$ cat src/design/core_pkg.sv
// Core package
// Widths, RV32I encodings, operation enums and the payload
// structs handed from decode to execute to result

package core_pkg;

    ////////////////////////////////////////
    // Widths and base types
    ////////////////////////////////////////
    localparam int xlen       = 32;  // Word width
    localparam int reg_addr_w = 5;   // Register index width
    localparam int num_regs   = 32;  // Integer register count

    typedef logic [xlen-1:0]       word_t;
    typedef logic [reg_addr_w-1:0] reg_addr_t;

    ////////////////////////////////////////
    // Instruction encodings
    ////////////////////////////////////////
    // Major opcodes
    localparam logic [6:0] op_alsi  = 7'b0010011;  // Reg-imm ALU
    localparam logic [6:0] op_als   = 7'b0110011;  // Reg-reg ALU
    localparam logic [6:0] op_lui   = 7'b0110111;
    localparam logic [6:0] op_auipc = 7'b0010111;
    localparam logic [6:0] op_br    = 7'b1100011;  // Conditional branches
    localparam logic [6:0] op_jal   = 7'b1101111;
    localparam logic [6:0] op_jalr  = 7'b1100111;

    // ALU funct3, shared by reg-imm and reg-reg forms
    localparam logic [2:0] f3_add  = 3'b000;  // ADD/SUB, also JALR
    localparam logic [2:0] f3_sll  = 3'b001;
    localparam logic [2:0] f3_slt  = 3'b010;
    localparam logic [2:0] f3_sltu = 3'b011;
    localparam logic [2:0] f3_xor  = 3'b100;
    localparam logic [2:0] f3_sr   = 3'b101;  // SRL/SRA
    localparam logic [2:0] f3_or   = 3'b110;
    localparam logic [2:0] f3_and  = 3'b111;

    // Branch funct3
    localparam logic [2:0] f3_beq  = 3'b000;
    localparam logic [2:0] f3_bne  = 3'b001;
    localparam logic [2:0] f3_blt  = 3'b100;
    localparam logic [2:0] f3_bge  = 3'b101;
    localparam logic [2:0] f3_bltu = 3'b110;
    localparam logic [2:0] f3_bgeu = 3'b111;

    // funct7 variants
    localparam logic [6:0] funct7_base = 7'b0000000;
    localparam logic [6:0] funct7_alt  = 7'b0100000;  // SUB, SRA, SRAI

    ////////////////////////////////////////
    // Operation selects
    ////////////////////////////////////////
    typedef enum logic [3:0] {
        alu_nop, alu_add, alu_sub, alu_sll, alu_srl,
        alu_sra, alu_xor, alu_or, alu_and
    } alu_op_e;

    typedef enum logic [2:0] {
        cmp_nop, cmp_eq, cmp_ne, cmp_lt, cmp_ge, cmp_ltu, cmp_geu
    } cmp_op_e;

    typedef enum logic [1:0] {
        out_alu,   // ALU result
        out_cmp,   // Zero-extended compare bit
        out_link   // pc + 4 or U immediate
    } out_sel_e;

    // Decode to execute
    typedef struct packed {
        logic      valid;
        reg_addr_t rd;
        logic      we;         // Already cleared for x0
        alu_op_e   alu_op;
        word_t     alu_in_0;
        word_t     alu_in_1;
        cmp_op_e   cmp_op;
        word_t     cmp_in_0;
        word_t     cmp_in_1;
        out_sel_e  out_sel;
        word_t     link_data;
        logic      is_branch;
        logic      is_jump;
        logic      is_jalr;    // Target bit 0 forced low
        logic      illegal;
    } dec_ctrl_t;

    // Execute to result
    typedef struct packed {
        logic      valid;
        reg_addr_t rd;
        logic      we;
        word_t     data;
        logic      redirect;   // Taken branch or jump
        word_t     target;
        logic      illegal;
    } ex_result_t;

endpackage

$ cat src/design/rv_decoder.sv
// RV32I decode stage
// Field split, immediates, control decode with illegal detection,
// operand forwarding and the decode pipeline register

`timescale 1ns/1ps

module rv_decoder import core_pkg::*; (
    input  logic       clk,
    input  logic       rst_n,
    input  logic       insn_valid,  // One strobe per instruction
    input  word_t      insn,
    input  word_t      pc,
    input  word_t      rs1_data,    // Register file, combinational
    input  word_t      rs2_data,
    input  ex_result_t ex_now,      // One slot older
    input  ex_result_t ex_reg,      // Two slots older
    output reg_addr_t  rs1_addr,
    output reg_addr_t  rs2_addr,
    output dec_ctrl_t  dec
);

    ////////////////////////////////////////
    // Instruction fields
    ////////////////////////////////////////
    logic [6:0] opcode;
    logic [6:0] funct7;
    logic [2:0] funct3;
    reg_addr_t  rd;
    logic       f7_base;
    logic       f7_alt;

    assign opcode   = insn[6:0];
    assign rd       = insn[11:7];
    assign funct3   = insn[14:12];
    assign rs1_addr = insn[19:15];
    assign rs2_addr = insn[24:20];
    assign funct7   = insn[31:25];
    assign f7_base  = (funct7 == funct7_base);
    assign f7_alt   = (funct7 == funct7_alt);

    // Immediates
    word_t imm_i, imm_sh, imm_u, imm_b, imm_j;

    assign imm_i  = {{20{insn[31]}}, insn[31:20]};
    assign imm_sh = {27'b0, insn[24:20]};  // Shift amount only
    assign imm_u  = {insn[31:12], 12'b0};
    assign imm_b  = {{20{insn[31]}}, insn[7], insn[30:25], insn[11:8], 1'b0};
    assign imm_j  = {{12{insn[31]}}, insn[19:12], insn[20], insn[30:21], 1'b0};

    ////////////////////////////////////////
    // Operand forwarding
    ////////////////////////////////////////
    // Newest matching writer wins, else register file
    function automatic word_t fwd_sel(reg_addr_t addr, word_t rf_val);
        if (ex_now.valid && ex_now.we && ex_now.rd == addr)
            return ex_now.data;
        else if (ex_reg.valid && ex_reg.we && ex_reg.rd == addr)
            return ex_reg.data;
        return rf_val;
    endfunction

    word_t rs1_val, rs2_val;

    always_comb begin
        rs1_val = fwd_sel(rs1_addr, rs1_data);
        rs2_val = fwd_sel(rs2_addr, rs2_data);
    end

    ////////////////////////////////////////
    // Control decode
    ////////////////////////////////////////
    dec_ctrl_t nxt;

    always_comb begin
        nxt           = '0;
        nxt.valid     = insn_valid;
        nxt.rd        = rd;
        nxt.alu_op    = alu_nop;
        nxt.alu_in_0  = rs1_val;
        nxt.alu_in_1  = rs2_val;
        nxt.cmp_op    = cmp_nop;
        nxt.cmp_in_0  = rs1_val;
        nxt.cmp_in_1  = rs2_val;
        nxt.out_sel   = out_alu;
        nxt.link_data = pc + 32'd4;  // Return address

        if (insn_valid) begin
            case (opcode)
                op_alsi: begin
                    nxt.we       = 1'b1;
                    nxt.alu_in_1 = imm_i;
                    nxt.cmp_in_1 = imm_i;
                    case (funct3)
                        f3_add:  nxt.alu_op = alu_add;
                        f3_sll: begin
                            nxt.alu_op   = alu_sll;
                            nxt.alu_in_1 = imm_sh;
                            nxt.illegal  = !f7_base;
                        end
                        f3_slt: begin
                            nxt.cmp_op  = cmp_lt;
                            nxt.out_sel = out_cmp;
                        end
                        f3_sltu: begin
                            nxt.cmp_op  = cmp_ltu;
                            nxt.out_sel = out_cmp;
                        end
                        f3_xor:  nxt.alu_op = alu_xor;
                        f3_sr: begin
                            nxt.alu_op   = f7_alt ? alu_sra : alu_srl;
                            nxt.alu_in_1 = imm_sh;
                            nxt.illegal  = !(f7_base || f7_alt);
                        end
                        f3_or:   nxt.alu_op = alu_or;
                        f3_and:  nxt.alu_op = alu_and;
                    endcase
                end
                op_als: begin
                    nxt.we = 1'b1;
                    case (funct3)
                        f3_add:  nxt.alu_op = f7_alt ? alu_sub : alu_add;
                        f3_sll:  nxt.alu_op = alu_sll;
                        f3_slt: begin
                            nxt.cmp_op  = cmp_lt;
                            nxt.out_sel = out_cmp;
                        end
                        f3_sltu: begin
                            nxt.cmp_op  = cmp_ltu;
                            nxt.out_sel = out_cmp;
                        end
                        f3_xor:  nxt.alu_op = alu_xor;
                        f3_sr:   nxt.alu_op = f7_alt ? alu_sra : alu_srl;
                        f3_or:   nxt.alu_op = alu_or;
                        f3_and:  nxt.alu_op = alu_and;
                    endcase
                    // Alt funct7 only legal on ADD/SUB and SRL/SRA
                    nxt.illegal = !(f7_base ||
                                    (f7_alt && (funct3 == f3_add || funct3 == f3_sr)));
                end
                op_lui: begin
                    nxt.we        = 1'b1;
                    nxt.out_sel   = out_link;
                    nxt.link_data = imm_u;       // Passed straight through
                end
                op_auipc: begin
                    nxt.we       = 1'b1;
                    nxt.alu_op   = alu_add;
                    nxt.alu_in_0 = pc;
                    nxt.alu_in_1 = imm_u;
                end
                op_br: begin
                    nxt.is_branch = 1'b1;
                    nxt.alu_op    = alu_add;     // Target pc + B imm
                    nxt.alu_in_0  = pc;
                    nxt.alu_in_1  = imm_b;
                    case (funct3)
                        f3_beq:  nxt.cmp_op = cmp_eq;
                        f3_bne:  nxt.cmp_op = cmp_ne;
                        f3_blt:  nxt.cmp_op = cmp_lt;
                        f3_bge:  nxt.cmp_op = cmp_ge;
                        f3_bltu: nxt.cmp_op = cmp_ltu;
                        f3_bgeu: nxt.cmp_op = cmp_geu;
                        default: nxt.illegal = 1'b1;
                    endcase
                end
                op_jal: begin
                    nxt.we       = 1'b1;
                    nxt.is_jump  = 1'b1;
                    nxt.out_sel  = out_link;
                    nxt.alu_op   = alu_add;
                    nxt.alu_in_0 = pc;
                    nxt.alu_in_1 = imm_j;
                end
                op_jalr: begin
                    nxt.we       = 1'b1;
                    nxt.is_jump  = 1'b1;
                    nxt.is_jalr  = 1'b1;
                    nxt.out_sel  = out_link;
                    nxt.alu_op   = alu_add;      // rs1 + I imm
                    nxt.alu_in_1 = imm_i;
                    nxt.illegal  = (funct3 != f3_add);
                end
                default: nxt.illegal = 1'b1;   // Unknown opcode
            endcase
        end

        // Illegal kills all side effects
        if (nxt.illegal) begin
            nxt.we        = 1'b0;
            nxt.is_branch = 1'b0;
            nxt.is_jump   = 1'b0;
        end
        if (rd == '0)
            nxt.we = 1'b0;                     // x0 never written
    end

    always_ff @(posedge clk or negedge rst_n) begin
        if (!rst_n)
            dec <= '0;
        else
            dec <= nxt;
    end

endmodule

$ cat src/design/alu_execute.sv
// Execute stage
// ALU, signed and unsigned comparator, result select and
// redirect target, followed by the execute pipeline register

`timescale 1ns/1ps

module alu_execute import core_pkg::*; (
    input  logic       clk,
    input  logic       rst_n,
    input  dec_ctrl_t  dec,
    output ex_result_t ex_now,   // Same cycle, feeds forwarding
    output ex_result_t ex_reg    // Registered, to result stage
);

    ////////////////////////////////////////
    // ALU
    ////////////////////////////////////////
    word_t                    alu_res;
    logic [$clog2(xlen)-1:0]  shamt;

    assign shamt = dec.alu_in_1[$clog2(xlen)-1:0];  // Low bits only

    always_comb begin
        case (dec.alu_op)
            alu_add: alu_res = dec.alu_in_0 + dec.alu_in_1;
            alu_sub: alu_res = dec.alu_in_0 - dec.alu_in_1;
            alu_sll: alu_res = dec.alu_in_0 << shamt;
            alu_srl: alu_res = dec.alu_in_0 >> shamt;
            alu_sra: alu_res = word_t'($signed(dec.alu_in_0) >>> shamt);
            alu_xor: alu_res = dec.alu_in_0 ^ dec.alu_in_1;
            alu_or:  alu_res = dec.alu_in_0 | dec.alu_in_1;
            alu_and: alu_res = dec.alu_in_0 & dec.alu_in_1;
            default: alu_res = '0;          // NOP
        endcase
    end

    ////////////////////////////////////////
    // Comparator
    ////////////////////////////////////////
    logic cmp_res;
    logic lt_s;
    logic lt_u;
    logic eq;

    assign eq   = (dec.cmp_in_0 == dec.cmp_in_1);
    assign lt_s = ($signed(dec.cmp_in_0) < $signed(dec.cmp_in_1));
    assign lt_u = (dec.cmp_in_0 < dec.cmp_in_1);

    always_comb begin
        case (dec.cmp_op)
            cmp_eq:  cmp_res = eq;
            cmp_ne:  cmp_res = !eq;
            cmp_lt:  cmp_res = lt_s;
            cmp_ge:  cmp_res = !lt_s;
            cmp_ltu: cmp_res = lt_u;
            cmp_geu: cmp_res = !lt_u;
            default: cmp_res = 1'b0;
        endcase
    end

    ////////////////////////////////////////
    // Result and redirect
    ////////////////////////////////////////
    always_comb begin
        ex_now.valid   = dec.valid;
        ex_now.rd      = dec.rd;
        ex_now.we      = dec.we;
        ex_now.illegal = dec.illegal;

        // Writeback value
        case (dec.out_sel)
            out_cmp:  ex_now.data = {{(xlen-1){1'b0}}, cmp_res};
            out_link: ex_now.data = dec.link_data;
            default:  ex_now.data = alu_res;
        endcase

        // Jumps always taken, branches on compare
        ex_now.redirect = dec.is_jump || (dec.is_branch && cmp_res);

        // JALR drops bit 0 of rs1 + imm
        if (dec.is_jalr)
            ex_now.target = {alu_res[xlen-1:1], 1'b0};
        else
            ex_now.target = alu_res;
    end

    always_ff @(posedge clk or negedge rst_n) begin
        if (!rst_n)
            ex_reg <= '0;
        else
            ex_reg <= ex_now;
    end

endmodule

$ cat src/design/gpr_writeback.sv
// Result stage
// 32-entry integer register file with two async read ports,
// write on valid result, and the registered retire outputs

`timescale 1ns/1ps

module gpr_writeback import core_pkg::*; (
    input  logic       clk,
    input  logic       rst_n,
    input  ex_result_t ex_reg,
    input  reg_addr_t  rs1_addr,
    input  reg_addr_t  rs2_addr,
    output word_t      rs1_data,
    output word_t      rs2_data,
    output logic       retire_valid,
    output logic       retire_we,
    output logic       retire_redirect,
    output logic       retire_illegal,
    output reg_addr_t  retire_rd,
    output word_t      retire_data,
    output word_t      retire_target
);

    word_t regs [num_regs];

    // Write port, decoder has already masked x0
    always_ff @(posedge clk or negedge rst_n) begin
        if (!rst_n) begin
            for (int i = 0; i < num_regs; i++)
                regs[i] <= '0;
        end else if (ex_reg.valid && ex_reg.we) begin
            regs[ex_reg.rd] <= ex_reg.data;
        end
    end

    assign rs1_data = regs[rs1_addr];  // Async read
    assign rs2_data = regs[rs2_addr];

    ////////////////////////////////////////
    // Retire outputs
    ////////////////////////////////////////
    always_ff @(posedge clk or negedge rst_n) begin
        if (!rst_n) begin
            retire_valid    <= 1'b0;
            retire_we       <= 1'b0;
            retire_redirect <= 1'b0;
            retire_illegal  <= 1'b0;
        end else begin
            retire_valid    <= ex_reg.valid;
            retire_we       <= ex_reg.valid && ex_reg.we;
            retire_redirect <= ex_reg.valid && ex_reg.redirect;
            retire_illegal  <= ex_reg.valid && ex_reg.illegal;
        end
    end

    // Payload alongside the flags
    always_ff @(posedge clk) begin
        retire_rd     <= ex_reg.rd;
        retire_data   <= ex_reg.data;
        retire_target <= ex_reg.target;
    end

endmodule

$ cat src/design/mini_core.sv
// Mini core top
// Decode, execute and result stages of the RV32I integer datapath

`timescale 1ns/1ps

module mini_core import core_pkg::*; (
    input  logic      clk,
    input  logic      rst_n,
    input  logic      insn_valid,
    input  word_t     insn,
    input  word_t     pc,
    output logic      retire_valid,
    output reg_addr_t retire_rd,
    output logic      retire_we,
    output word_t     retire_data,
    output logic      retire_redirect,
    output word_t     retire_target,
    output logic      retire_illegal
);

    reg_addr_t  rs1_addr, rs2_addr;   // Decode to register file
    word_t      rs1_data, rs2_data;
    dec_ctrl_t  dec;                  // Decode to execute
    ex_result_t ex_now;               // Forwarding, one slot older
    ex_result_t ex_reg;               // Execute to result

    rv_decoder u_decoder (
        .clk, .rst_n, .insn_valid, .insn, .pc,
        .rs1_data, .rs2_data, .ex_now, .ex_reg,
        .rs1_addr, .rs2_addr, .dec
    );

    alu_execute u_execute (
        .clk, .rst_n, .dec,
        .ex_now, .ex_reg
    );

    gpr_writeback u_writeback (
        .clk, .rst_n, .ex_reg,
        .rs1_addr, .rs2_addr, .rs1_data, .rs2_data,
        .retire_valid, .retire_we, .retire_redirect, .retire_illegal,
        .retire_rd, .retire_data, .retire_target
    );

endmodule

$ cat config.mk
export PLATFORM = sky130hd
export DESIGN_NAME = mini_core
export DESIGN_NICKNAME = d
export VERILOG_FILES = /design/src/design/core_pkg.sv /design/src/design/rv_decoder.sv /design/src/design/alu_execute.sv /design/src/design/gpr_writeback.sv /design/src/design/mini_core.sv
export SDC_FILE = /design/constraint.sdc
export NUM_CORES = 2
export LEC_CHECK = 0
export BUFFER_PORTS_ARGS = -buffer_cell sky130_fd_sc_hd__buf_2
export CORE_UTILIZATION = 55
export CTS_CLUSTER_SIZE = 12
export DETAILED_ROUTE_END_ITERATION = 12
export GPL_TIMING_DRIVEN = 0
export PLACE_DENSITY = 0.74
export SLEW_MARGIN = 20
export SYNTH_ARGS = -nofsm -noshare
export SYNTH_HDL_FRONTEND = slang
export SYNTH_HIERARCHICAL = 1
export SYNTH_SLANG_ARGS = --single-unit
$ cat constraint.sdc
create_clock -name clk -period 15.1 [get_ports clk]
set_clock_uncertainty 0.05 [all_clocks]
set_input_delay 3.02 -clock clk [delete_from_list [all_inputs] [get_ports clk]]
set_output_delay 3.02 -clock clk [all_outputs]
set_load 0.03 [all_outputs]
==> impl_metrics.yaml <==
status:
  status: "complete, no violations"
setup_path:
  rr_endpoint: "u_decoder/dec[168]"
  r2r_slack_ps: 7190
  r2r-start: "u_decoder/dec[106]"
  cp_slowest_cell: "a221oi_1"
  critPathTopFamily: "compound AO/OA/AOI/OAI gates"
  critPathKind: "reg -> reg"
  critPathCaptureType: "flop"
  crit_path_start_kind: "flop"
  worstPathMaxFanout: 10
  cp.required_ps: 15690
  path_buf_inv: 5
  arrival_ps: 8490
  cpMostUsedCell: "nor2_1"
  critPathLaunch: "u_decoder/dec[106]"
  cpPeakStageDelay_ps: 740
  rr_worst_depth: 25
sta:
  finalCriticalPeriod_ps: 7910
  finalWorstSetupSlack_ps: 7190
  finalHoldViolCount: 0
  slew_headroom_pct: 14.1
  grt_setup_unrepaired: "false"
  layout_worst_path_cycle_share_pct: 52.4
  fin_setup_tns_ps: 0
  worst_pin_slew_ps: 1290
  fmax_mhz: 126
  slew_violations: 0
  finalSetupViolCount: 0
pwr:
  clkPwrFrac_pct: 41.5
  pwr-share-comb_pct: 16.3
  p_seq_share_pct: 42.2
  power.switching_w: 0.00265
  p_leak_nw: 41.9
  ir_drop_v: 0.0000891
  swShare_pct: 29.6
  p_int_w: 0.00629
  power.density_nw_per_um2: 104
yosys:
  syn-cell-area_um2: 77900
  netlist_instances: 6921
  syn-num-nets: 7121
  ys_warn_count: 6
  post_synth.cell_area_avg_um2: 11.3
min_path:
  hold_depth: 0
  hp-class: "reg -> reg"
  holdCritStartpoint: "u_execute/ex_reg[30]"
  holdPathEnd: "u_writeback/retire_target[29]"
clocking:
  postCtsSetupRepairBufs: 0
  path_clk_slew_ps: 60
  numClockSinks: 1350
  cts_buffers: 150
  cts_hold_buffers: 0
  cts_resized: 0
  clockBufferDepth: 3
  cts_root_buf: "clkbuf_16"
  cts_tree: "done"
  insertion_delay_ps: 820
  cts_max_level: 4
routing:
  vias_per_cell: 6.77
  route.final.wire_length_um: 308000
  drt_pre_antenna_iters: 9
  antenna_left: 0
  wire_per_inst_um: 33.4
  num_vias: 62400
  drtIter0Drc: 8293
  drc: 0
die:
  fp.coreArea_um2: 140000
  start_util_pct: 55.6
  die_x_um: 378
  design.die.area_um2: 143000
  die_h_um: 378
  ios: 140
  row_count: 137
placed_design:
  dp_hpwl_um: 237000
  dp_cells: 8947
  place.gp.congestion: 1.13
  place_ws_ps: 7560
  placed_area_um2: 81300
  io_buffers: 135
final_layout:
  final_common_cell: "dfrtp_1"
  layout-drive-gt1-share_pct: 25.1
  fin_util_pct: 61.7
  syn2layout_area_growth_pct: 10.9
  final_cell_mix: "dfrtp_1 (1281), mux2i_1 (1090), mux2_2 (989)"
  nets: 7424
  final_area_um2: 86400
  fin_cells: 9227
  largest_reg_flops: 1024
  fillers: 11500
grt:
  antenna_found_initial: 20
  grt_max_degree: 139
  grt_overflow: 0
  grt_first_pass_wirelength_um: 436000
  first_global_vias: 61500
  grt_usage_pct: 42.8
job:
  drv_cap: 0
## how the worst max path moves through the flow
stage                                 endpoint  slack [ps]  cells past startpoint
final                       u_decoder/dec[168]        7190                     25
after global routing        u_decoder/dec[168]        7110                     25
after CTS                   u_decoder/dec[168]        7530                     25
after detailed placement    u_decoder/dec[168]        7560                     25
after global placement    u_execute/ex_reg[31]      -16820                      1
after floorplan             u_decoder/dec[123]       10140                     12
## metal layers
| metal | GRT usage, % | vias to the layer above | wire [um] | part of all wire (%) |
|---|---|---|---|---|
| met5 | 0 | - | 55 | 0.018 |
| met4 | 32.4 | 8 | 27300 | 8.9 |
| met3 | 10.6 | 1003 | 29600 | 9.6 |
| met2 | 65.2 | 3746 | 137000 | 44 |
| met1 | 52.3 | 31600 | 114000 | 37 |
| li1 | - | 26100 | - | - |
## metrics by stage
step                      power, W  hold WS, ps
after floorplan            0.00462          274
after CTS                  0.00891          290
after detailed placement   0.00522          277
after global placement     0.00521          275
after global routing       0.00916          298
final                      0.00894          290
## power groups by stage
| stage | Sequential [W] | Combinational, W | Clock, W |
|---|---|---|---|
| floorplan | 0.00380 | 0.000823 | 0 |
| CTS | 0.00377 | 0.00139 | 0.00375 |
| global placement | 0.00384 | 0.00137 | 0 |
| global route | 0.00378 | 0.00150 | 0.00388 |
| detailed placement | 0.00384 | 0.00138 | 0 |
| finish | 0.00378 | 0.00145 | 0.00371 |
## area by class of cell
| type | instances | area (um^2) | share of cell area, % |
|---|---|---|---|
| well taps | 1876 | 2350 | 2.72 |
| multi-input cells | 4816 | 40700 | 47.2 |
| diodes | 12 | 30.0 | 0.0348 |
| inverters | 126 | 473 | 0.547 |
| repair buffers | 151 | 1030 | 1.19 |
| clock inverters | 45 | 520 | 0.603 |
| clock buffers | 222 | 4470 | 5.18 |
| flip-flops and latches | 1350 | 33400 | 38.7 |
| plain buffers | 629 | 3340 | 3.87 |
## worst register-to-register path, cell delays in order, from the launching register on
cell and delay (ps):
dfrtp_1 420, buf_2 240, buf_2 280, buf_4 250, inv_1 430, ha_1 380
and4_1 290, nand4_1 190, nor2_1 280, nand2_1 280, nor4_1 700, nor2_1 120
xnor2_1 160, ha_1 270, clkbuf_1 180, a21oi_1 340, o21bai_1 120, a21oi_1 300
nor3_1 90, nor2_1 180, o41ai_4 130, xnor2_1 170, o2111ai_2 570, a22o_1 440
nor2_1 140, a221oi_1 740
Note: power is estimated with default switching activity, not from simulation.
